===== src/source/sdram_defines.svh =====
`ifndef SDRAM_DEFINES_SVH
`define SDRAM_DEFINES_SVH

// Address geometry, 16-bit SDR part
`define SDRAM_ROW_W   13
`define SDRAM_COL_W   10
`define SDRAM_BA_W    2
`define SDRAM_ADDR_W  23     // Client word address

// Power-up NOP cycles, about 100 us at the target clock
`define SDRAM_INIT_WAIT 10000

// Mode register: single write burst, CL 2, sequential, burst 2
`define SDRAM_MODE_WORD 13'b00_1_00_010_0_001

// Configuration port map
`define RFSH_ADDR_INTERVAL 2'd0
`define RFSH_ADDR_ENABLE   2'd1
`define RFSH_ADDR_COUNT    2'd2

`endif

===== src/source/sdram_req_if.sv =====
`timescale 1ns/1ps
`default_nettype none
`include "sdram_defines.svh"

// Queue head towards the bank core
interface sdram_req_if;
    logic                    rd;    // Head entry valid
    logic [`SDRAM_BA_W-1:0]  ba;
    logic [`SDRAM_ROW_W-1:0] row;
    logic [`SDRAM_COL_W-1:0] col;
    logic                    ack;   // Pops the head

    modport src (output rd, ba, row, col, input ack);
    modport dst (input rd, ba, row, col, output ack);

endinterface

`default_nettype wire


===== src/source/sdram_req_queue.sv =====
`timescale 1ns/1ps
`default_nettype none
`include "sdram_defines.svh"

module sdram_req_queue (
    input  wire                     clk,
    input  wire                     rst,
    input  wire                     req_valid,
    input  wire [`SDRAM_ADDR_W-1:0] req_addr,
    output logic                    req_full,
    sdram_req_if.src                req
);

    logic [`SDRAM_ADDR_W-1:0] mem [0:1];
    logic [`SDRAM_ADDR_W-1:0] head;
    logic                     wr_ptr;
    logic                     rd_ptr;
    logic [1:0]               count;    // 0 to 2 entries
    logic                     push;
    logic                     pop;

    assign req_full = count == 2'd2;
    assign push     = req_valid && !req_full;    // Dropped while full
    assign pop      = req.ack && count != 2'd0;
    assign head     = mem[rd_ptr];

    // Bits [9:8] pick the bank so linear reads rotate over all four
    assign req.rd  = count != 2'd0;
    assign req.ba  = head[9:8];
    assign req.col = {head[11:10], head[7:0]};
    assign req.row = {2'b00, head[22:12]};      // Top row bits unused

    always_ff @(posedge clk or posedge rst) begin
        if (rst) begin
            wr_ptr <= 1'b0;
            rd_ptr <= 1'b0;
            count  <= 2'd0;
        end else begin
            if (push) wr_ptr <= ~wr_ptr;
            if (pop) rd_ptr <= ~rd_ptr;
            case ({push, pop})
                2'b10: count <= count + 2'd1;
                2'b01: count <= count - 2'd1;
                default: count <= count;      // Idle or push and pop together
            endcase
        end
    end

    always_ff @(posedge clk) begin
        if (push) mem[wr_ptr] <= req_addr;
    end

endmodule

`default_nettype wire


===== src/flat_wrapper.sv =====
// flat-port wrapper written by rule: the top's interface ports become plain ports
module sdram_req_queue_flat 
  (clk, rst, req_valid, req_addr, req_full, req_rd, req_ba, req_row, req_col, req_ack);
  sdram_req_if req_i ();
  input  wire clk;
  input  wire rst;
  input  wire req_valid;
  input  wire [`SDRAM_ADDR_W-1:0] req_addr;
  output logic req_full;
  output wire logic [$bits(req_i.rd)-1:0] req_rd;
  output wire logic [$bits(req_i.ba)-1:0] req_ba;
  output wire logic [$bits(req_i.row)-1:0] req_row;
  output wire logic [$bits(req_i.col)-1:0] req_col;
  input wire logic [$bits(req_i.ack)-1:0] req_ack;
  assign req_rd = req_i.rd;
  assign req_ba = req_i.ba;
  assign req_row = req_i.row;
  assign req_col = req_i.col;
  assign req_i.ack = req_ack;
  sdram_req_queue u_core (.clk(clk), .rst(rst), .req_valid(req_valid), .req_addr(req_addr), .req_full(req_full), .req(req_i));
endmodule

===== config.mk =====
export PLATFORM = sky130hd
export DESIGN_NAME = sdram_req_queue_flat
export DESIGN_NICKNAME = d
export VERILOG_FILES = /design/src/source/sdram_req_if.sv /design/src/source/sdram_req_queue.sv /design/src/flat_wrapper.sv
export VERILOG_INCLUDE_DIRS = /design/src /design/src/source
export SDC_FILE = /design/constraint.sdc
export NUM_CORES = 1
export LEC_CHECK = 0
export BUFFER_PORTS_ARGS = -buffer_cell sky130_fd_sc_hd__buf_2
export CORE_ASPECT_RATIO = 0.6
export CORE_UTILIZATION = 32
export CTS_CLUSTER_SIZE = 25
export DETAILED_ROUTE_END_ITERATION = 8
export PLACE_DENSITY_LB_ADDON = 0.1
export SLEW_MARGIN = 20
export SYNTH_ARGS = -nofsm -noshare
export SYNTH_HDL_FRONTEND = slang
export SYNTH_SLANG_ARGS = --single-unit

===== constraint.sdc =====
create_clock -name clk -period 2.1 [get_ports clk]
set_clock_uncertainty 0.2 [all_clocks]
set_input_delay 0.105 -clock clk [delete_from_list [all_inputs] [get_ports clk]]
set_output_delay 0.105 -clock clk [all_outputs]
set_load 0.05 [all_outputs]

======== Word level (Yosys, flattened, before mapping) ========
Memories as Yosys holds them, arrays and structs flattened.
Cells that the tools add are included.
word-level totals
  register bits ........................... 4
  memory bits (writable) .................. 46
  input bits .............................. 27
  word-level logic and storage cells ...... 19
  memories ................................ 1
cells by class
  add/sub/neg operators ................... 2
  eq/ne operators ......................... 3
  mux-type cells .......................... 3
  bitwise logic cells ..................... 2
  reduce and logical (&&, ||, !) cells .... 5
memories
  memory      depth  bits a word  rd ports  clocked after memory_dff  wr ports  line                   text
  u_core.mem  2      23           1         0                         1         sdram_req_queue.sv:14  logic [`SDRAM_ADDR_W-1:0] mem [0:1];
operators by type and width
  kind                   count
  $eq A2 B2 Y1 const B   2
  $pmux W2 S2            1
  $reduce_bool A2 Y1     2
  $add A2 B1 Y2 const B  1
  $eq A2 B1 Y1 const B   1
  $logic_and A1 B1 Y1    2
  $mux W1                2
  $not A1 Y1             2
  $sub A2 B1 Y2 const B  1
  $logic_not A1 Y1       1

======== Depth between registers and ports, before layout ========
Gate-level depths: netlist of run 1.
  depth after elaboration ................. 5
  gate-level depth with buffers ........... 6

======== Worst setup path after synthesis of run 1 ========
Ideal clock, no wire load.
  path type ............................... flip-flop to flip-flop
  from .................................... register u_core.count[0]
  to ...................................... memory u_core.mem[0][0] (netlist bit), enable pin
  library setup time ...................... 0.403 ns
  arrival time ............................ 1.612 ns
  required time ........................... 1.497 ns
  slack ................................... -0.115 ns
  stages on the path, launching flop included .. 4
  path buffers ............................ 0
  period minus slack after synthesis ...... 2.215 ns
  path through ............................ dfrtp_1 -> nand2b_1 -> nand2_1 -> nor2_1
between the ends
  cells in the longest elaborated chain, start to end .. 5
RTL lines
  element                        line                   text
  from (decl)                    sdram_req_queue.sv:18  logic [1:0] count;
  from (signal assigned)         sdram_req_queue.sv:42  2'b10: count <= count + 2'd1;
  from (signal assigned)         sdram_req_queue.sv:43  2'b01: count <= count - 2'd1;
  from (signal assigned)         sdram_req_queue.sv:44  default: count <= count;
  $eq A2 B2 Y1                   sdram_req_queue.sv:22  assign req_full = count == 2'd2;
  $logic_not A1 Y1               sdram_req_queue.sv:23  assign push = req_valid && !req_full;
  $logic_and A1 B1 Y1            sdram_req_queue.sv:23
  $mux W1                        sdram_req_queue.sv:50  if (push) mem[wr_ptr] <= req_addr;
  $mux W1 (not written as such)  sdram_req_queue.sv:50
  to (decl)                      sdram_req_queue.sv:14
No other way between the ends.

======== Worst setup path in the final report of run 1 ========
  from .................................... register u_core.rd_ptr
  to ...................................... output port req_col[5]
between the ends
  cells in the longest elaborated chain, start to end .. 1
RTL lines
  element                 line                   text
  from (decl)             sdram_req_queue.sv:17  logic rd_ptr;
  from (signal assigned)  sdram_req_queue.sv:40  if (pop) rd_ptr <= ~rd_ptr;
  $mem_v2 Z2 W23          --
  to (decl)               flat_wrapper.sv:13     output wire logic [$bits(req_i.col)-1:0] req_col;
No other way between the ends.

==> results of run 1 <==
[worst min-delay path by stage]
stage                                  to  slack, ns
final                       u_core.rd_ptr       0.06
after CTS                   u_core.rd_ptr       0.04
after global placement      u_core.rd_ptr      -0.20
after global routing        u_core.rd_ptr       0.06
after detailed placement  u_core.count[1]      -0.19
after floorplan           u_core.count[0]      -0.33
[cell usage after synthesis (2+ instances only)]
cell type  instances
edfxtp_1          46
mux2_2            23
dfrtp_1            4
xnor2_1            3
buf_4              2
buf_6              2
inv_1              2
nor2_1             2
xor2_1             2
[registers in the layout (all words and copies together), names as in the netlist]
signal	cells
u_core.rd_ptr	1
u_core.wr_ptr	1
u_core.count	2
u_core.mem	46
[logic make-up after synthesis]
group,count (synthesis),share of synthesized area
xor gates and xnor gates,5,0.0232
adders and majority gates,1,0.00662
buffers and inverters,7,0.0265
DFF,50,0.784
muxes,23,0.137
other,1,0.00198
and+or+nand+nor,7,0.0205
[what timing repair did]
item / CTS / global route
hold endpoints to repair: 52 / 0
hold buffers: 26 / 0
resized for setup: 0 / 0
[final cells by class]
cell class	count	area share
flip-flops and latches	50	0.575
multi-input cells	38	0.141
inverters	2	0.00292
clock buffers	7	0.0296
repair buffers	81	0.212
well taps	80	0.0389
[power by group]
group	switching [W]	internal (W)
combinational	0.00120	0.000522
sequential	0.0000725	0.00137
clock	0.000268	0.000229
[per-stage QoR]
step                worst slack (ns)  utilization  power [W]  hold slack, ns  instances
floorplan                      0.196            -    0.00283          -0.329         95
global placement               0.458        0.398    0.00314          -0.202        225
detailed placement             0.390        0.398    0.00318          -0.188        225
CTS                            0.330        0.458    0.00372          0.0433        258
global route                   0.278        0.458    0.00385          0.0618        258
finish                         0.354        0.458    0.00366          0.0573        258
[tightest hold or removal path: stages]
cell and delay (ns):
dlygate4sd3_1 0.54, buf_2 0.12, inv_1 0.15
[per-layer routing]
| layer | vias up | track usage | share of wire |
|---|---|---|---|
| li1 | 514 | - | - |
| met4 | 0 | 0.0497 | 0.010 |
| met2 | 32 | 0.216 | 0.51 |
| met3 | 5 | 0.0409 | 0.048 |
| met5 | - | 0 | 0 |
| met1 | 484 | 0.120 | 0.43 |
==> metrics.md, run 1 <==
| Metric | Value |
|---|---|
| HP Class | `primary input to async pin` |
| Number of port buffers | `51` |
| Avg WL per Cell | `12.6 um` |
| Unique cell type count in the Yosys netlist | `17` |
| DRC viols | `0` |
| Critical Path Source | `u_core.rd_ptr` |
| Worst r2r path cells | `5` |
| Max Freq | `573 MHz` |
| Most common cell after layout, fill and taps aside | `buf_2` |
| Post-CTS Setup Bufs | `0` |
| Total Routing Usage GR | `0.115` |
| Status | `finished, final reports clean` |
| Die width | `101 um` |
| Post-route cell area | `2570 um2` |
| Worst vdd ir | `0.000624 V` |
| Clock sinks | `50` |
| Final Slew Violations | `0` |
| Most frequent cells in the layout | `buf_2 (51), edfxtp_1 (46), dlygate4sd3_1 (26)` |
| Critical R2R Launch | `u_core.count[1]` |
| TNS Setup | `0 ns` |
| Synth Flop Type | `edfxtp_1` |
| Post-Synthesis Cells | `94` |
| Clk_lat worst skew | `0.28 ns` |
| CP top delay family | `buffers and inverters` |
| Worst Path Max Fanout | `12` |
| Slowest CP cell | `mux2_2` |
| Num ports | `54` |
| Mean area per synthesized cell | `20.1 um2` |
| Max stage delay on crit path | `0.38 ns` |
| Final Hold Fails | `0` |
| Nets | `206` |
| Die area | `6230 um2` |
| Clk slew on worst S/H paths | `0.08 ns` |
| Synth top area share | `0.731` |
| Vias in the first global route | `1,097` |
| Yosys reg bits | `50` |
| Clk buf depth | `2` |
| Number of synthesized flops with an enable pin | `46` |
| Initial core utilization | `0.336` |
| Core area | `5620 um2` |
| Largest net degree at the start of global routing | `24` |
| Gpl congestion | `0.724` |
| # fillers | `521` |
| H-tree Lvls | `2` |
| Worst path arrival time | `1.44 ns` |
| 1st-pass router iterations | `4` |
| Total Wirelength | `3260 um` |
| Crit-path cells | `buf_4 > mux2_2 > buf_2` |
| CTS tree | `done` |
| Reg2reg end | `u_core.count[1]` |
| Layout cells sized above 1 | `0.478` |
| Levels on crit path | `3` |
| Post-DP HPWL | `2130 um` |
| Worst setup SP type | `register` |
| Synth Warn # | `0` |
| DRT iter0 DRCs | `28` |
| GR Overflow Total | `0` |
| Reg area | `1480 um2` |
| Largest area contributor in the netlist | `edfxtp_1` |
| Number of vias per cell | `4.01` |
| Antenna fix cells | `0` |
| Vias | `1,035` |
| Nature of the critical path endpoint | `output pin` |
| Post-Syn Area | `1890 um2` |
| Footprint of the multi-input gates | `364 um2` |
| Synth area leaders | `edfxtp_1 (73%), mux2_2 (14%), dfrtp_1 (5.3%), xnor2_1 (1.4%), buf_6 (1.2%)` |
| Setup violations, final | `0` |
| Maxcap violations | `0` |
| Worst endpoint required time | `1.79 ns` |
| Placement Rows | `21` |
| Leakage Power | `0.996 nW` |
| Power Dens Cells | `1420 nW/um2` |
| Dpl cell area | `2240 um2` |
| Antenna violations before repair | `0` |
| Area growth syn-to-layout | `36.3%` |
| CTS Buf Count | `5` |
| Crit Path Category | `register to output pin` |
| Ys async rst share | `0.0800` |
| CP Buf/Inv Count | `2` |
| RSZ-0062 raised after global routing | `false` |
| Minimum clock period | `1.75 ns` |
| Die Height | `61.5 um` |
| Worst R2R Setup Slack | `0.38 ns` |
| Worst Setup EP | `req_col[5]` |
| Root Buffer | `clkbuf_8` |
| Routed Antenna Nets | `0` |
| Seq/Total Area, Yosys | `0.784` |
| Final worst path period share | `0.832` |
| First-pass GRT wire length | `4990 um` |
(Power assumes the default switching activity.)
==> run 2, diff against run 1 <==
==> constraint.sdc (replaced) <==
create_clock -name clk -period 1.8 [get_ports clk]
set_clock_uncertainty 0.2 [all_clocks]
set_input_delay 0.09 -clock clk [delete_from_list [all_inputs] [get_ports clk]]
set_output_delay 0.09 -clock clk [all_outputs]
set_load 0.05 [all_outputs]
==> metrics.md, run 2 (synthesis gave the netlist of run 1 again) <==
| Metric | Value |
|---|---|
| Status | `finished, final reports clean` |
| Dpl cell area | `2270 um2 (+1.5%)` |
| Crit-path cells | `buf_6 > mux2_2 > buf_2` |
| Clk slew on worst S/H paths | `0.08 ns (about the same)` |
| GR Overflow Total | `0 (unchanged)` |
| Largest net degree at the start of global routing | `24 (unchanged)` |
| Nets | `207 (+0.49%)` |
| RSZ-0062 raised after global routing | `false` |
| Worst r2r path cells | `6 (+1)` |
| Largest register FFs | `46 (unchanged)` |
| Worst Setup EP | `req_col[3]` |
| First-pass GRT wire length | `4900 um (-1.8%)` |
| Critical Path Source | `u_core.rd_ptr` |
| Gpl congestion | `0.734 (+1.4%)` |
| 1st-pass router iterations | `2 (-2)` |
| Antenna violations before repair | `0 (unchanged)` |
| Die width | `101 um (unchanged)` |
| DRC viols | `0 (unchanged)` |
| Crit Path Category | `register to output pin` |
| Die Height | `61.5 um (unchanged)` |
| Vias in the first global route | `1,013 (-7.7%)` |
| CTS Buf Count | `5 (unchanged)` |
| Post-place setup slack | `0.0897 ns (-0.300 ns)` |
| Setup violations, final | `0 (unchanged)` |
| Clk_lat worst skew | `0.28 ns (about the same)` |
| DRT iter0 DRCs | `26 (-7.1%)` |
| Most common cell after layout, fill and taps aside | `buf_2` |
| Most frequent cells in the layout | `buf_2 (51), edfxtp_1 (46), dlygate4sd3_1 (26)` |
| Clk buf depth | `2 (unchanged)` |
| H-tree Lvls | `2 (unchanged)` |
| CP top delay family | `buffers and inverters` |
| Clock sinks | `50 (unchanged)` |
| Final worst path period share | `0.955` |
| Post-route cell area | `2640 um2 (+2.6%)` |
| Final Slew Violations | `0 (unchanged)` |
| Maxcap violations | `0 (unchanged)` |
| WHS | `0.0199 ns (-0.0374 ns)` |
| Power Dens Cells | `1680 nW/um2 (+18%)` |
| Final Hold Fails | `0 (unchanged)` |
| Minimum clock period | `1.72 ns` |
| Core area | `5620 um2 (unchanged)` |
| Critical R2R Launch | `u_core.count[0]` |
| Vias | `1,042 (+0.68%)` |
| CP Buf/Inv Count | `2 (unchanged)` |
| HP Class | `primary input to async pin` |
| Total Routing Usage GR | `0.112 (-0.00226)` |
| Setup ws final | `0.0804 ns (-0.273 ns)` |
| Post-DP HPWL | `2050 um (-3.7%)` |
| Area growth syn-to-layout | `39.8%` |
| Worst R2R Setup Slack | `0.15 ns (-0.23 ns)` |
| Number of port buffers | `51 (unchanged)` |
| Avg WL per Cell | `12.6 um (about the same)` |
| Worst endpoint required time | `1.51 ns (-0.28 ns)` |
| Number of vias per cell | `4.02 (+0.29%)` |
| Reg with most FFs | `u_core.mem` |
| CTS tree | `done` |
| Nature of the critical path endpoint | `output pin` |
| Max stage delay on crit path | `0.36 ns (-0.02 ns)` |
| Worst path arrival time | `1.43 ns (about the same)` |
| Levels on crit path | `3 (unchanged)` |
| Worst Path Max Fanout | `16 (+4)` |
| Num ports | `54 (unchanged)` |
| Antenna fix cells | `0 (unchanged)` |
| Die area | `6230 um2 (unchanged)` |
| Initial core utilization | `0.336 (unchanged)` |
| Slowest CP cell | `dfrtp_1` |
| Routed Antenna Nets | `0 (unchanged)` |
| Total Wirelength | `3270 um (+0.31%)` |
| Layout cells sized above 1 | `0.503 (+0.0253)` |
| TNS Setup | `0 ns (unchanged)` |
| Placement Rows | `21 (unchanged)` |
| Worst setup SP type | `register` |
| Max Freq | `582 MHz` |
| Reg2reg end | `u_core.count[1]` |
| Root Buffer | `clkbuf_8` |
| Worst vdd ir | `0.000671 V (+7.5%)` |
| Biggest regs | `u_core.mem: 46 flops, u_core.count: 2 flops` |
| Leakage Power | `1.02 nW (+2.0%)` |
[run 2: tightest hold or removal path, delay by kind of cell]
family	cells	cell delay (ns)
buf+inv	3	0.78
[run 2: timing repair]
| item | CTS | global route |
|---|---|---|
| hold endpoints to repair | 52 | 0 |
| setup buffers | 0 | 1 |
| hold buffers | 26 | 0 |
| resized for setup | 0 | 4 |
| setup endpoints to repair | 0 | 17 |
[run 2: stage by stage]
| step | cells | utilization | total power, W |
|---|---|---|---|
| finish | 259 | 0.470 | 0.00444 |
| floorplan | 95 | - | 0.00332 |
| global route | 259 | 0.470 | 0.00467 |
| CTS | 258 | 0.464 | 0.00442 |
| global placement | 225 | 0.404 | 0.00374 |
| detailed placement | 225 | 0.404 | 0.00378 |
[run 2: worst min-delay path by stage]
stage	to	slack (ns)	cells past startpoint
2_1_floorplan	u_core.count[0]	-0.34	1
3_3_place_gp	u_core.rd_ptr	-0.22	2
3_5_place_dp	u_core.rd_ptr	-0.21	2
4_1_cts	u_core.rd_ptr	0.02	3
5_1_grt	u_core.rd_ptr	0.04	3
6_report	u_core.rd_ptr	0.02	3
[run 2: report_power, final]
part / internal, W / switching [W] / leakage [nW]
registers: 0.00160 / 0.0000890 / 0.474
clock network: 0.000268 / 0.000325 / 0.0383
logic: 0.000712 / 0.00145 / 0.504
[run 2: final cells by class]
class	count	area [um2]
multi-input cells	38	394
well taps	80	100
flip-flops and latches	50	1480
inverters	2	7.51
repair buffers	82	582
fillers	524	2980
clock buffers	7	76.3
[run 2: layer usage]
metal  global-route usage  vias to the layer above  part of all wire
li1                     -                      518                 -
met1                0.136                      491              0.47
met2                0.185                       31              0.46
met3               0.0454                        2             0.060
met4               0.0435                        0            0.0046
met5                    0                        -                 0
