**src/source/sdram_defines.svh**
```systemverilog
`ifndef SDRAM_DEFINES_SVH
`define SDRAM_DEFINES_SVH

// Address geometry, 16-bit SDR part
`define SDRAM_ROW_W   13
`define SDRAM_COL_W   10
`define SDRAM_BA_W    2
`define SDRAM_ADDR_W  23     // Client word address

// Power-up NOP cycles, about 100 us at the target clock
`define SDRAM_INIT_WAIT 10000

// Mode register: single write burst, CL 2, sequential, burst 2
`define SDRAM_MODE_WORD 13'b00_1_00_010_0_001

// Configuration port map
`define RFSH_ADDR_INTERVAL 2'd0
`define RFSH_ADDR_ENABLE   2'd1
`define RFSH_ADDR_COUNT    2'd2

`endif
```
**src/source/sdram_rfsh_regs.sv**
```systemverilog
`timescale 1ns/1ps
`default_nettype none
`include "sdram_defines.svh"

module sdram_rfsh_regs (
    input  wire         clk,
    input  wire         rst,
    input  wire         cfg_wr,
    input  wire  [1:0]  cfg_addr,
    input  wire  [15:0] cfg_wdata,
    output logic [15:0] cfg_rdata,
    input  wire         rfsh_start,   // Core issued REFRESH
    output logic        rfsh_en       // Refresh due
);

    logic [15:0] interval;
    logic        enable;
    logic [15:0] ivl_cnt;
    logic [15:0] rfsh_count;   // Issued refreshes

    always_comb begin
        case (cfg_addr)
            `RFSH_ADDR_INTERVAL: cfg_rdata = interval;
            `RFSH_ADDR_ENABLE:   cfg_rdata = {15'd0, enable};
            `RFSH_ADDR_COUNT:    cfg_rdata = rfsh_count;
            default:             cfg_rdata = 16'd0;
        endcase
    end

    always_ff @(posedge clk or posedge rst) begin
        if (rst) begin
            interval   <= 16'd0;
            enable     <= 1'b0;
            ivl_cnt    <= 16'd0;
            rfsh_count <= 16'd0;
            rfsh_en    <= 1'b0;
        end else begin
            if (rfsh_start) rfsh_count <= rfsh_count + 16'd1;
            if (cfg_wr) begin
                case (cfg_addr)   // A write to the count overrides an increment
                    `RFSH_ADDR_INTERVAL: interval <= cfg_wdata;
                    `RFSH_ADDR_ENABLE:   enable <= cfg_wdata[0];
                    `RFSH_ADDR_COUNT:    rfsh_count <= cfg_wdata;
                    default: ;
                endcase
            end
            if (!enable) begin
                ivl_cnt <= 16'd0;     // Pending request dropped too
                rfsh_en <= 1'b0;
            end else if (ivl_cnt == interval) begin
                ivl_cnt <= 16'd0;
                rfsh_en <= 1'b1;
            end else begin
                ivl_cnt <= ivl_cnt + 16'd1;
                if (rfsh_start) rfsh_en <= 1'b0;
            end
        end
    end

endmodule

`default_nettype wire

```
**config.mk**
```make
export PLATFORM = sky130hd
export DESIGN_NAME = sdram_rfsh_regs
export DESIGN_NICKNAME = d
export VERILOG_FILES = /design/src/source/sdram_rfsh_regs.sv
export VERILOG_INCLUDE_DIRS = /design/src /design/src/source
export SDC_FILE = /design/constraint.sdc
export NUM_CORES = 1
export LEC_CHECK = 0
export BUFFER_PORTS_ARGS = -buffer_cell sky130_fd_sc_hd__buf_2
export CAP_MARGIN = 25
export CORE_MARGIN = 2
export CORE_UTILIZATION = 35
export CTS_CLUSTER_SIZE = 28
export DETAILED_ROUTE_END_ITERATION = 16
export SYNTH_ARGS = -nofsm -noshare
export SYNTH_HDL_FRONTEND = slang
export SYNTH_SLANG_ARGS = --single-unit
```
**constraint.sdc**
```tcl
create_clock -name clk -period 2 [get_ports clk]
set_input_delay 0.4 -clock clk [delete_from_list [all_inputs] [get_ports clk]]
set_output_delay 0.4 -clock clk [all_outputs]
set_load 0.005 [all_outputs]
```
### Word-level counts from Yosys, hierarchy flattened

Cells that the tools add are included.

* register bits: 50
* latch bits: 0
* RAM bits: 0
* ROM bits: 0
* output and inout port bits: 17
* logic and storage cells: 23
* memories kept: 0

* $add $sub $neg: 2
* $mul: 0
* div/mod/pow operators: 0
* order comparisons: 0
* equal/unequal tests: 4
* shift-type cells: 0
* mux-type cells: 9
* bitwise logic cells: 0
* reductions and logical operators: 3

Operators with widths (number)
* $mux W16: 5
* $pmux W16 S3: 1
* $add A16 B1 Y16 const B: 2
* $eq A16 B16 Y1: 1
* $reduce_and A2 Y1: 2
* $mux W1: 3
* $ne A3 B2 Y1 const B: 1
* $eq A2 B1 Y1 const B: 1
* $eq A2 B2 Y1 const B: 1
* $logic_not A2 Y1: 1

### Longest topological paths before layout

Gate-level depths: netlist (run 1).

* depth after elaboration: 4
* gate-level depth with buffers: 6
* mapped depth without buffers: 5

### Worst setup path after synthesis (run 1)

OpenSTA, ideal clock, no wires.

* path type: register to register
* from: reg ivl_cnt[2]
* to: reg ivl_cnt[11]
* library setup time: 0.119 ns
* data arrival time: 1.468 ns
* data required time: 1.881 ns
* path slack: 0.413 ns
* stages on the path, launching flop included: 7
* buffers on the path: 2
* cell sequence: dfrtp_1 buf_6 xnor2_2 nand4_2 o41ai_4 buf_6 nor2_2

* cells in the longest elaborated chain, start to end: 3
* elaborated cells on any way between the ends: 4
* those cells by class: add/sub (1); eq/ne (1); mux (2)

RTL lines
* from (decl): RTL line sdram_rfsh_regs.sv:18 `logic [15:0] ivl_cnt;`
* from (signal assigned): RTL line sdram_rfsh_regs.sv:54 `ivl_cnt <= ivl_cnt + 16'd1;`
* $add A16 B1 Y16 or $eq A16 B16 Y1 (tied branches): RTL line sdram_rfsh_regs.sv:54, sdram_rfsh_regs.sv:50
* $mux W16 *: RTL line sdram_rfsh_regs.sv:50 `end else if (ivl_cnt == interval) begin`
* $mux W16 *: RTL line sdram_rfsh_regs.sv:47 `if (!enable) begin`

Every way passes the cells marked *; elsewhere a longest branch is shown, timed or not.
A chain may end at the register's enable or synchronous reset.

### Final worst setup path (run 1)

* from: in cfg_addr[1]
* to: out cfg_rdata[10]

* cells in the longest elaborated chain, start to end: 2
* elaborated cells on any way between the ends: 4
* those cells by class: eq/ne (2); mux (1); reduce/logical (1)

RTL lines
* from (decl): RTL line sdram_rfsh_regs.sv:9 `input wire [1:0] cfg_addr,`
* $eq A2 B2 Y1 (tied with other cells): RTL line sdram_rfsh_regs.sv:22 `case (cfg_addr)`
* $pmux W16 S3 *: RTL line sdram_rfsh_regs.sv:22
* to (decl): RTL line sdram_rfsh_regs.sv:11 `output logic [15:0] cfg_rdata,`

Marks and branches as above.

==> results of run 1 <==
-- stage by stage --
stage          power (mW)  area [um2]  worst slack, ps  util [%]  hold WS [ps]
6_report             2.87        3250              270      41.8          74.8
5_1_grt              3.07        3250              180      41.8          98.7
4_1_cts              2.90        3250              257      41.8          85.9
3_5_place_dp         2.32        3160              253      40.7           411
3_3_place_gp         2.30        3160              230      40.7           412
2_1_floorplan        2.05        2830              399         -           506
-- area by class of cell --
| class | count | share of cell area (%) |
|---|---|---|
| clock buffers | 6 | 2.54 |
| inverters | 8 | 0.925 |
| multi-input cells | 205 | 45.3 |
| flip-flops and latches | 50 | 38.6 |
| well taps | 102 | 3.93 |
| repair buffers | 49 | 8.79 |
-- routing by layer --
| metal | global-route usage, % | wire, um | up-vias |
|---|---|---|---|
| met3 | 2.49 | 144 | 7 |
| li1 | - | - | 1032 |
| met2 | 22.6 | 2950 | 23 |
| met1 | 20.1 | 2830 | 991 |
| met4 | 4.47 | 84 | 0 |
| met5 | 0 | 0 | - |
-- logic make-up (layout without fill, tap and decap cells) --
logic type,Yosys count,count (layout)
compound gates,23,23
xor+xnor,43,43
fa+ha+maj,2,2
buf+inv,21,63
flops,50,50
mux,34,34
simple gates,103,103
-- cells in the mapped netlist, types with 2 or more instances --
cell type	instances
nand3b_1	2
xnor2_2	2
nor2_1	41
nand3_1	8
xor2_1	4
nor4_1	10
nand2_1	7
o21ai_0	2
a21oi_1	17
inv_1	8
mux2i_1	17
ha_1	2
nand4_1	10
dfrtp_1	50
nor2_2	10
xnor2_1	37
mux2_2	17
buf_2	5
buf_6	3
nor3_1	6
nand4_2	3
clkbuf_1	3
-- power groups by stage --
stage               registers, mW  logic (mW)  clock network [mW]
global route                 1.49       0.932               0.646
finish                       1.46       0.833               0.571
floorplan                    1.40       0.649                   0
global placement             1.47       0.828                   0
detailed placement           1.48       0.842                   0
CTS                          1.46       0.846               0.594
-- sequential cells by signal, indices dropped and copies added, names as in the netlist --
name        count
rfsh_en         1
rfsh_count     16
enable          1
interval       16
ivl_cnt        16
-- path summary, 6_finish.rpt --
check / to / cells after the start
worst max-delay path: cfg_rdata[10] / 4
worst min-delay path: interval[8]$_DFFE_PP0P_ / 2
worst max register to register: ivl_cnt[7]$_DFF_PP0_ / 5
worst min register to register: ivl_cnt[0]$_DFF_PP0_ / 1
max in group asynchronous: ivl_cnt[13]$_DFF_PP0_ / 3
min in group clk: interval[12]$_DFFE_PP0P_ / 2
-- worst max-delay path: cells and delay by family --
family / cells / cell delay, ps
AND/OR/NAND/NOR: 1 / 70
buffers and inverters: 2 / 600
multiplexers: 1 / 250
==> flow_summary.toml, run 1 <==
[outcome]
status = "complete, no violations"

[pwr]
p_leak_nw = 1.37
pwr_density_nw_per_um2 = 884
power_frac_comb_pct = 29.0
pwr-share-clk_pct = 19.9
intPower_mw = 1.91
power.sequential.fraction_pct = 51.1
sw_share_pct = 33.4
switchingPower_uw = 958
vdd.ir_drop.worst_mv = 0.306

[place]
hpwl_um = 4600
placed_cells_incl_taps = 414
port_buffers = 38
routabilityCongestion = 0.857

[floorplanning]
die_h_um = 93.9
die_width_um = 93.9
start_util_pct = 36.4
core_region_um2 = 7770
design.die.area_um2 = 8820
std_cell_rows = 32
io-pin-count = 39

[logic_synthesis]
ranking_of_synthesized_cells_by_area = "dfrtp_1 (44%), xnor2_1 (11%), mux2_2 (6.8%)"
synth.area.mux_share_pct = 12.8
synth_fp_nets = 300
synth_enable_flop_cells = 0
yosys_register_bits = 50
netlist_area_um2 = 2830
netlist-cell-type-count = 34
yosysWarningCount = 0
postSynthAreaPerCell_um2 = 10.2
netlist.top_cell.by_area = "dfrtp_1"
synth-async-reset-ratio_pct = 100
synth_top_flop_cell = "dfrtp_1"
synth_adder_area_share_pct = 0.885
dominant_combinational_cell_family_by_area_after_synthesis = "simple AND/OR/NAND/NOR gates"
synth-seq-area-share_pct = 44.2
syn-instance-count = 276
synth-xor-area-share_pct = 13.8
yosysTopAreaCellShare_pct = 44.2
synth-compound-area-share_pct = 5.26
post_synth_and_or_nand_nor_area_fraction_pct = 19.2

[setup_path]
timing.setup.critical_path_class = "input pin to output pin"
cpMaxStageDelayCell = "buf_2"
crit_path_start_kind = "input pin"
crit_path_cell_trace = "buf_2, mux2i_1, nor2_1, buf_2"
regToRegStartpoint = "ivl_cnt[10]$_DFF_PP0_"
critical_path.most_common_cell = "buf_2"
timing.critical_path.to_type = "output pin"
max_stage_delay_ps = 450
startpoint = "cfg_addr[1]"
cp.arrival_ps = 1330
path_max_fanout = 20
critical_path_data_required_time_ps = 1600
r2r_slack_ps = 300

[min_path]
hold_class = "input pin to async pin"

[grt]
antenna_found_initial = 0
total_grt_usage_pct = 14.3
grt_start_max_net_pins = 34
first_global_vias = 1941
grt_first_pass_wirelength_um = 9830
globalRouteOverflowTotal = 0

[sta]
relSlewSlack_pct = 62.1
finClkSkew_ps = 11.0
timing.final.max_slew_violations = 0
finalCritPeriodShare_pct = 86.5
timing.final.crit_period_ps = 1730
setup_repair_after_global_routing_missed_its_margin = "false"
finalSetupViolCount = 0
hold_viol_final = 0
achievable-frequency_ghz = 0.578
final_setup_tns_ps = 0
worst_pin_slew_ps = 568

[layout]
fin_cells = 420
layout_common_cells = "dfrtp_1 (50), nor2_1 (41), buf_2 (38)"
multiInputGateArea_um2 = 1470
fin_nets = 343
layout.area.seq_um2 = 1250
layout.cells.most_common = "dfrtp_1"
fillerInstances = 776
drive_gt1_share_pct = 29.2
area_growth_pct = 14.7
antenna_diodes = 0

[clock_network]
cts.hold.buffers_added = 0
cts_root_buf = "clkbuf_8"
post_cts.resized_instances = 0
max-clock-path-buffers = 2
cts-buffers-inserted = 5
tritoncts = "done"
htree_levels = 2
clk_transition_reported_paths_ps = 90
clock_latency_at_the_later_pin_of_the_worst_skew_pair_ps = 300
cts.repair_timing.setup_buffer_count = 0
cts.sink_count = 50

[routing]
via_count = 2053
antenna_violating_nets_post_route = 0
wl_final_um = 6010
drt_drc = 0
drt-wirelength-per-cell_um = 14.3
detail_route.iter0.violations = 64
route.detailed.vias_per_inst = 4.89
drt_pre_antenna_iters = 4

[run]
maxCapViolations = 0
Power figures use the tool's default switching activity.
==> run 2: changes to the inputs <==
- BUFFER_PORTS_ARGS: -buffer_cell sky130_fd_sc_hd__buf_2 -> not set
- DONT_BUFFER_PORTS: not set -> 1
==> flow_summary.toml, run 2 (synthesis results as in run 1) <==
[outcome]
status = "finished with violations"
violated_checks = "negative hold slack"

[pwr]
vdd.ir_drop.worst_mv = 0.279
power_mw = 2.89
p_leak_nw = 1.20
pwr_density_nw_per_um2 = 947

[layout]
area_growth_pct = 7.87
antenna_diodes = 0
fin_nets = 303
layout_common_cells = "dfrtp_1 (50), nor2_1 (41), xnor2_1 (37)"
multiInputGateArea_um2 = 1470
fillerInstances = 776
layout.cells.most_common = "dfrtp_1"
layout.area.seq_um2 = 1250
stdcell_area_um2 = 3050
drive_gt1_share_pct = 18.9
layout_top_registers = "interval (16), ivl_cnt (16), rfsh_count (16)"

[place]
routabilityCongestion = 0.805
port_buffers = 0
hpwl_um = 4650
place_ws_ps = 163
dpl-instance-area_um2 = 2950

[setup_path]
path_delay_family = "compound AO/OA/AOI/OAI gates"
crit_path_start_kind = "flip-flop"
timing.setup.critical_path_class = "flip-flop to flip-flop"
path_max_fanout = 7
crit_buf_inv = 1
cpMaxStageDelayCell = "o41ai_4"
critPathCapture = "ivl_cnt[2]$_DFF_PP0_"
r2r_slack_ps = 160
max_stage_delay_ps = 600
crit_path_cell_trace = "xnor2_1, nand4_2, o41ai_4, buf_4, nor2_1"
startpoint = "ivl_cnt[1]$_DFF_PP0_"
worst-r2r-cell-count = 5
critical_path_data_required_time_ps = 2200
path_depth = 5
regToRegStartpoint = "ivl_cnt[1]$_DFF_PP0_"
worstReg2RegEnd = "ivl_cnt[2]$_DFF_PP0_"
cp.arrival_ps = 2040
timing.critical_path.to_type = "flip-flop"

[clock_network]
clk_transition_reported_paths_ps = 90
cts.hold.buffers_added = 0
post_cts.resized_instances = 0
cts.sink_count = 50
cts_root_buf = "clkbuf_8"
max-clock-path-buffers = 2
htree_levels = 2
clock_latency_at_the_later_pin_of_the_worst_skew_pair_ps = 310
cts.repair_timing.setup_buffer_count = 0
tritoncts = "done"
cts-buffers-inserted = 5

[sta]
finalCritPeriodShare_pct = 92.0
setup_repair_after_global_routing_missed_its_margin = "false"
relSlewSlack_pct = 65.3
hold_viol_final = 20
finClkSkew_ps = 8.73
achievable-frequency_ghz = 0.544
worst_pin_slew_ps = 519
final_setup_tns_ps = 0
finalSetupViolCount = 0
timing.final.crit_period_ps = 1840
timing.final.max_slew_violations = 0
finalWorstSetupSlack_ps = 160
final.hold.worst_slack_ps = -5.28

[floorplanning]
core_region_um2 = 7770
die_width_um = 93.9
std_cell_rows = 32
design.die.area_um2 = 8820
die_h_um = 93.9
start_util_pct = 36.4
io-pin-count = 39

[grt]
total_grt_usage_pct = 14.6
grt_first_pass_wirelength_um = 9870
antenna_found_initial = 0
grt_start_max_net_pins = 33
first_global_vias = 1960
globalRouteOverflowTotal = 0

[routing]
drt_pre_antenna_iters = 4
route.detailed.vias_per_inst = 5.11
detail_route.iter0.violations = 62
drt-wirelength-per-cell_um = 15.6
antenna_violating_nets_post_route = 0
drt_drc = 0
wl_final_um = 5970
via_count = 1952

[min_path]
hold_class = "input pin to async pin"

[run]
maxCapViolations = 0
==> run 2: cell type report <==
cell class / instances / share of cell area, %
clock buffers: 7 / 2.50
repair buffers: 9 / 2.21
clock inverters: 1 / 0.984
flip-flops and latches: 50 / 41.0
well taps: 102 / 4.18
multi-input cells: 205 / 48.1
inverters: 8 / 0.984
==> run 2: worst min path at each step <==
stage                               startpoint  slack, ps  cells after the start                       end
after floorplan           ivl_cnt[0]$_DFF_PP0_        510                      1      ivl_cnt[0]$_DFF_PP0_
after global placement                     rst        350                      1       rfsh_en$_DFFE_PP0P_
after detailed placement                   rst        340                      1       rfsh_en$_DFFE_PP0P_
after CTS                                  rst          6                      1  rfsh_count[12]$_DFF_PP0_
after global routing                       rst         20                      1       rfsh_en$_DFFE_PP0P_
final                                      rst         -5                      1  rfsh_count[15]$_DFF_PP0_
==> run 2: layer usage <==
layer | GRT usage [%] | part of all wire (%) | up-vias
li1 | - | - | 950
met1 | 18.7 | 45 | 949
met2 | 23.3 | 49 | 43
met4 | 7.00 | 2.5 | 0
met5 | 0 | 0 | -
met3 | 3.13 | 4.1 | 10
==> run 2: stage by stage <==
step | std cells | util [%]
after floorplan | 276 | -
after global placement | 374 | 37.9
after detailed placement | 374 | 37.9
after CTS | 382 | 39.3
after global routing | 382 | 39.3
final | 382 | 39.3
==> run 2: report_power, final <==
| part | switching [mW] | internal, mW | leakage (nW) | total [mW] |
|---|---|---|---|---|
| registers | 0.268 | 1.20 | 0.614 | 1.47 |
| logic | 0.344 | 0.369 | 0.533 | 0.713 |
| clock network | 0.329 | 0.375 | 0.0524 | 0.703 |
| total | 0.941 | 1.95 | 1.20 | 2.89 |
==> run 3: changes to the inputs <==
- ABC_AREA: not set -> 1
==> flow_summary.toml, run 3 <==
[outcome]
status = "complete, no violations"

[logic_synthesis]
netlist_area_um2 = 2980
synth_adder_area_share_pct = 0.840
synth-xor-area-share_pct = 5.00
ranking_of_synthesized_cells_by_area = "dfrtp_1 (42%), nand2_1 (16%), nor2_1 (8.2%)"
synth.most_common_cell = "nand2_1"
post_synth_and_or_nand_nor_area_fraction_pct = 33.8
yosys-top-cells-count = "nand2_1 (129), nor2_1 (65), inv_1 (55)"
synth_enable_flop_cells = 0
yosys_register_bits = 50
synth.area.mux_share_pct = 0
synth-async-reset-ratio_pct = 100
synth_top_flop_cell = "dfrtp_1"
netlist.top_cell.by_area = "dfrtp_1"
dominant_combinational_cell_family_by_area_after_synthesis = "simple AND/OR/NAND/NOR gates"
yosysTopAreaCellShare_pct = 42.0
synth-seq-area-share_pct = 42.0
netlist-cell-type-count = 26
synth-compound-area-share_pct = 9.24
yosysWarningCount = 0
postSynthAreaPerCell_um2 = 6.99
synth_fp_nets = 450
syn-instance-count = 426

[sta]
relSlewSlack_pct = 61.0
final.hold.worst_slack_ps = 22.4
finalSetupViolCount = 0
worst_pin_slew_ps = 583
achievable-frequency_ghz = 0.623
setup_repair_after_global_routing_missed_its_margin = "false"
hold_viol_final = 0
final_setup_tns_ps = 0
finClkSkew_ps = 5.33
finalWorstSetupSlack_ps = 395
timing.final.crit_period_ps = 1600
finalCritPeriodShare_pct = 80.2
timing.final.max_slew_violations = 0

[layout]
utilization_pct = 39.5
fin_cells = 535
antenna_diodes = 0
layout_top_registers = "interval (16), ivl_cnt (16), rfsh_count (16)"
layout_common_cells = "nand2_1 (129), nor2_1 (65), inv_1 (54)"
area_growth_pct = 8.87
fin_nets = 453
stdcell_area_um2 = 3240
drive_gt1_share_pct = 8.84
layout.cells.most_common = "nand2_1"

[floorplanning]
start_util_pct = 36.2
die_h_um = 96.2
core_region_um2 = 8220
std_cell_rows = 33
die_width_um = 96.2
io-pin-count = 39
design.die.area_um2 = 9260

[routing]
wl_final_um = 7330
drt-wirelength-per-cell_um = 13.7
detail_route.iter0.violations = 130
route.detailed.vias_per_inst = 4.82
via_count = 2577
antenna_violating_nets_post_route = 0
drt_pre_antenna_iters = 5
drt_drc = 0

[grt]
grt_start_max_net_pins = 33
total_grt_usage_pct = 17.0
antenna_found_initial = 0
globalRouteOverflowTotal = 0
first_global_vias = 2370
grt_first_pass_wirelength_um = 11900

[clock_network]
cts-buffers-inserted = 5
cts.repair_timing.setup_buffer_count = 0
cts.sink_count = 50
clk_transition_reported_paths_ps = 100
clock_latency_at_the_later_pin_of_the_worst_skew_pair_ps = 310
post_cts.resized_instances = 0
tritoncts = "done"
cts_root_buf = "clkbuf_8"
htree_levels = 2
cts.hold.buffers_added = 0
max-clock-path-buffers = 2

[setup_path]
timing.setup.critical_path_class = "input pin to output pin"
cp.arrival_ps = 1200
crit_path_start_kind = "input pin"
startpoint = "cfg_addr[1]"
critPathCapture = "cfg_rdata[12]"
worstReg2RegEnd = "rfsh_count[10]$_DFF_PP0_"
worst-r2r-cell-count = 6
r2r_slack_ps = 520
regToRegStartpoint = "rfsh_count[0]$_DFF_PP0_"
critical_path_data_required_time_ps = 1600
timing.critical_path.to_type = "output pin"
path_max_fanout = 8

[place]
dpl-instance-area_um2 = 3100
routabilityCongestion = 0.854
placed_cells_incl_taps = 527
port_buffers = 0
hpwl_um = 5640
place_ws_ps = 379

[pwr]
power_frac_comb_pct = 20.1
power.sequential.fraction_pct = 47.3
pwr-share-clk_pct = 32.6
vdd.ir_drop.worst_mv = 0.421
p_leak_nw = 1.49
pwr_density_nw_per_um2 = 846
sw_share_pct = 31.3
intPower_mw = 1.88
switchingPower_uw = 859
power_mw = 2.74

[min_path]
hold_class = "input pin to async pin"

[run]
maxCapViolations = 0
[run 3: changes by cell type in the layout (fill, tap and decap cells not counted), sizes merged, moves of 18 or more]
cell	previous run	this run
o21ai	2	20
inv	8	58
xnor2	39	2
nor2	51	81
nand2	8	134
[run 3: layout make-up]
class,count,area (um2)
Tap cell,105,131
Clock inverter,2,60.1
Multi-Input combinational cell,310,1460
Fill cell,845,4970
Clock buffer,6,82.6
Timing Repair Buffer,4,42.5
Sequential cell,50,1250
Inverter,58,218
[run 3: how the worst min path moves through the flow]
| stage | startpoint | to | slack, ps | cells past startpoint |
|---|---|---|---|---|
| after global routing | rst | rfsh_count[1]$_DFF_PP0_ | 70 | 1 |
| after detailed placement | rst | rfsh_count[2]$_DFF_PP0_ | 390 | 1 |
| final | rst | rfsh_count[2]$_DFF_PP0_ | 20 | 1 |
| after floorplan | ivl_cnt[0]$_DFF_PP0_ | ivl_cnt[0]$_DFF_PP0_ | 470 | 1 |
| after CTS | rst | rfsh_count[2]$_DFF_PP0_ | 50 | 1 |
| after global placement | rst | rfsh_count[2]$_DFF_PP0_ | 380 | 1 |
[run 3: logic make-up (layout without fill, tap and decap cells)]
family | count (synthesis) | count (layout)
AOI/OAI and AO/OA | 52 | 52
and+or+nand+nor | 239 | 239
buffers and inverters | 66 | 70
adders and majority gates | 2 | 2
DFF | 50 | 50
xor gates and xnor gates | 17 | 17
[run 3: worst max-delay path, cell delays in order]
cell	delay [ps]
inv_1	50
nor2_2	240
inv_1	260
o22ai_1	250
[run 3: power by group through the flow]
stage	Sequential [mW]	Combinational [mW]	Clock [mW]
after floorplan	1.28	0.458	0
after global placement	1.31	0.548	0
after detailed placement	1.32	0.555	0
after CTS	1.29	0.559	0.917
after global routing	1.32	0.638	0.940
final	1.30	0.552	0.893
[run 3: layer usage]
| layer | share of wire (%) | track usage [%] | vias to the layer above | wire length [um] |
|---|---|---|---|---|
| li1 | - | - | 1318 | - |
| met1 | 45 | 22.0 | 1216 | 3300 |
| met2 | 51 | 29.3 | 38 | 3750 |
| met3 | 3.0 | 3.21 | 5 | 217 |
| met4 | 0.86 | 3.93 | 0 | 63 |
| met5 | 0 | 0 | - | 0 |
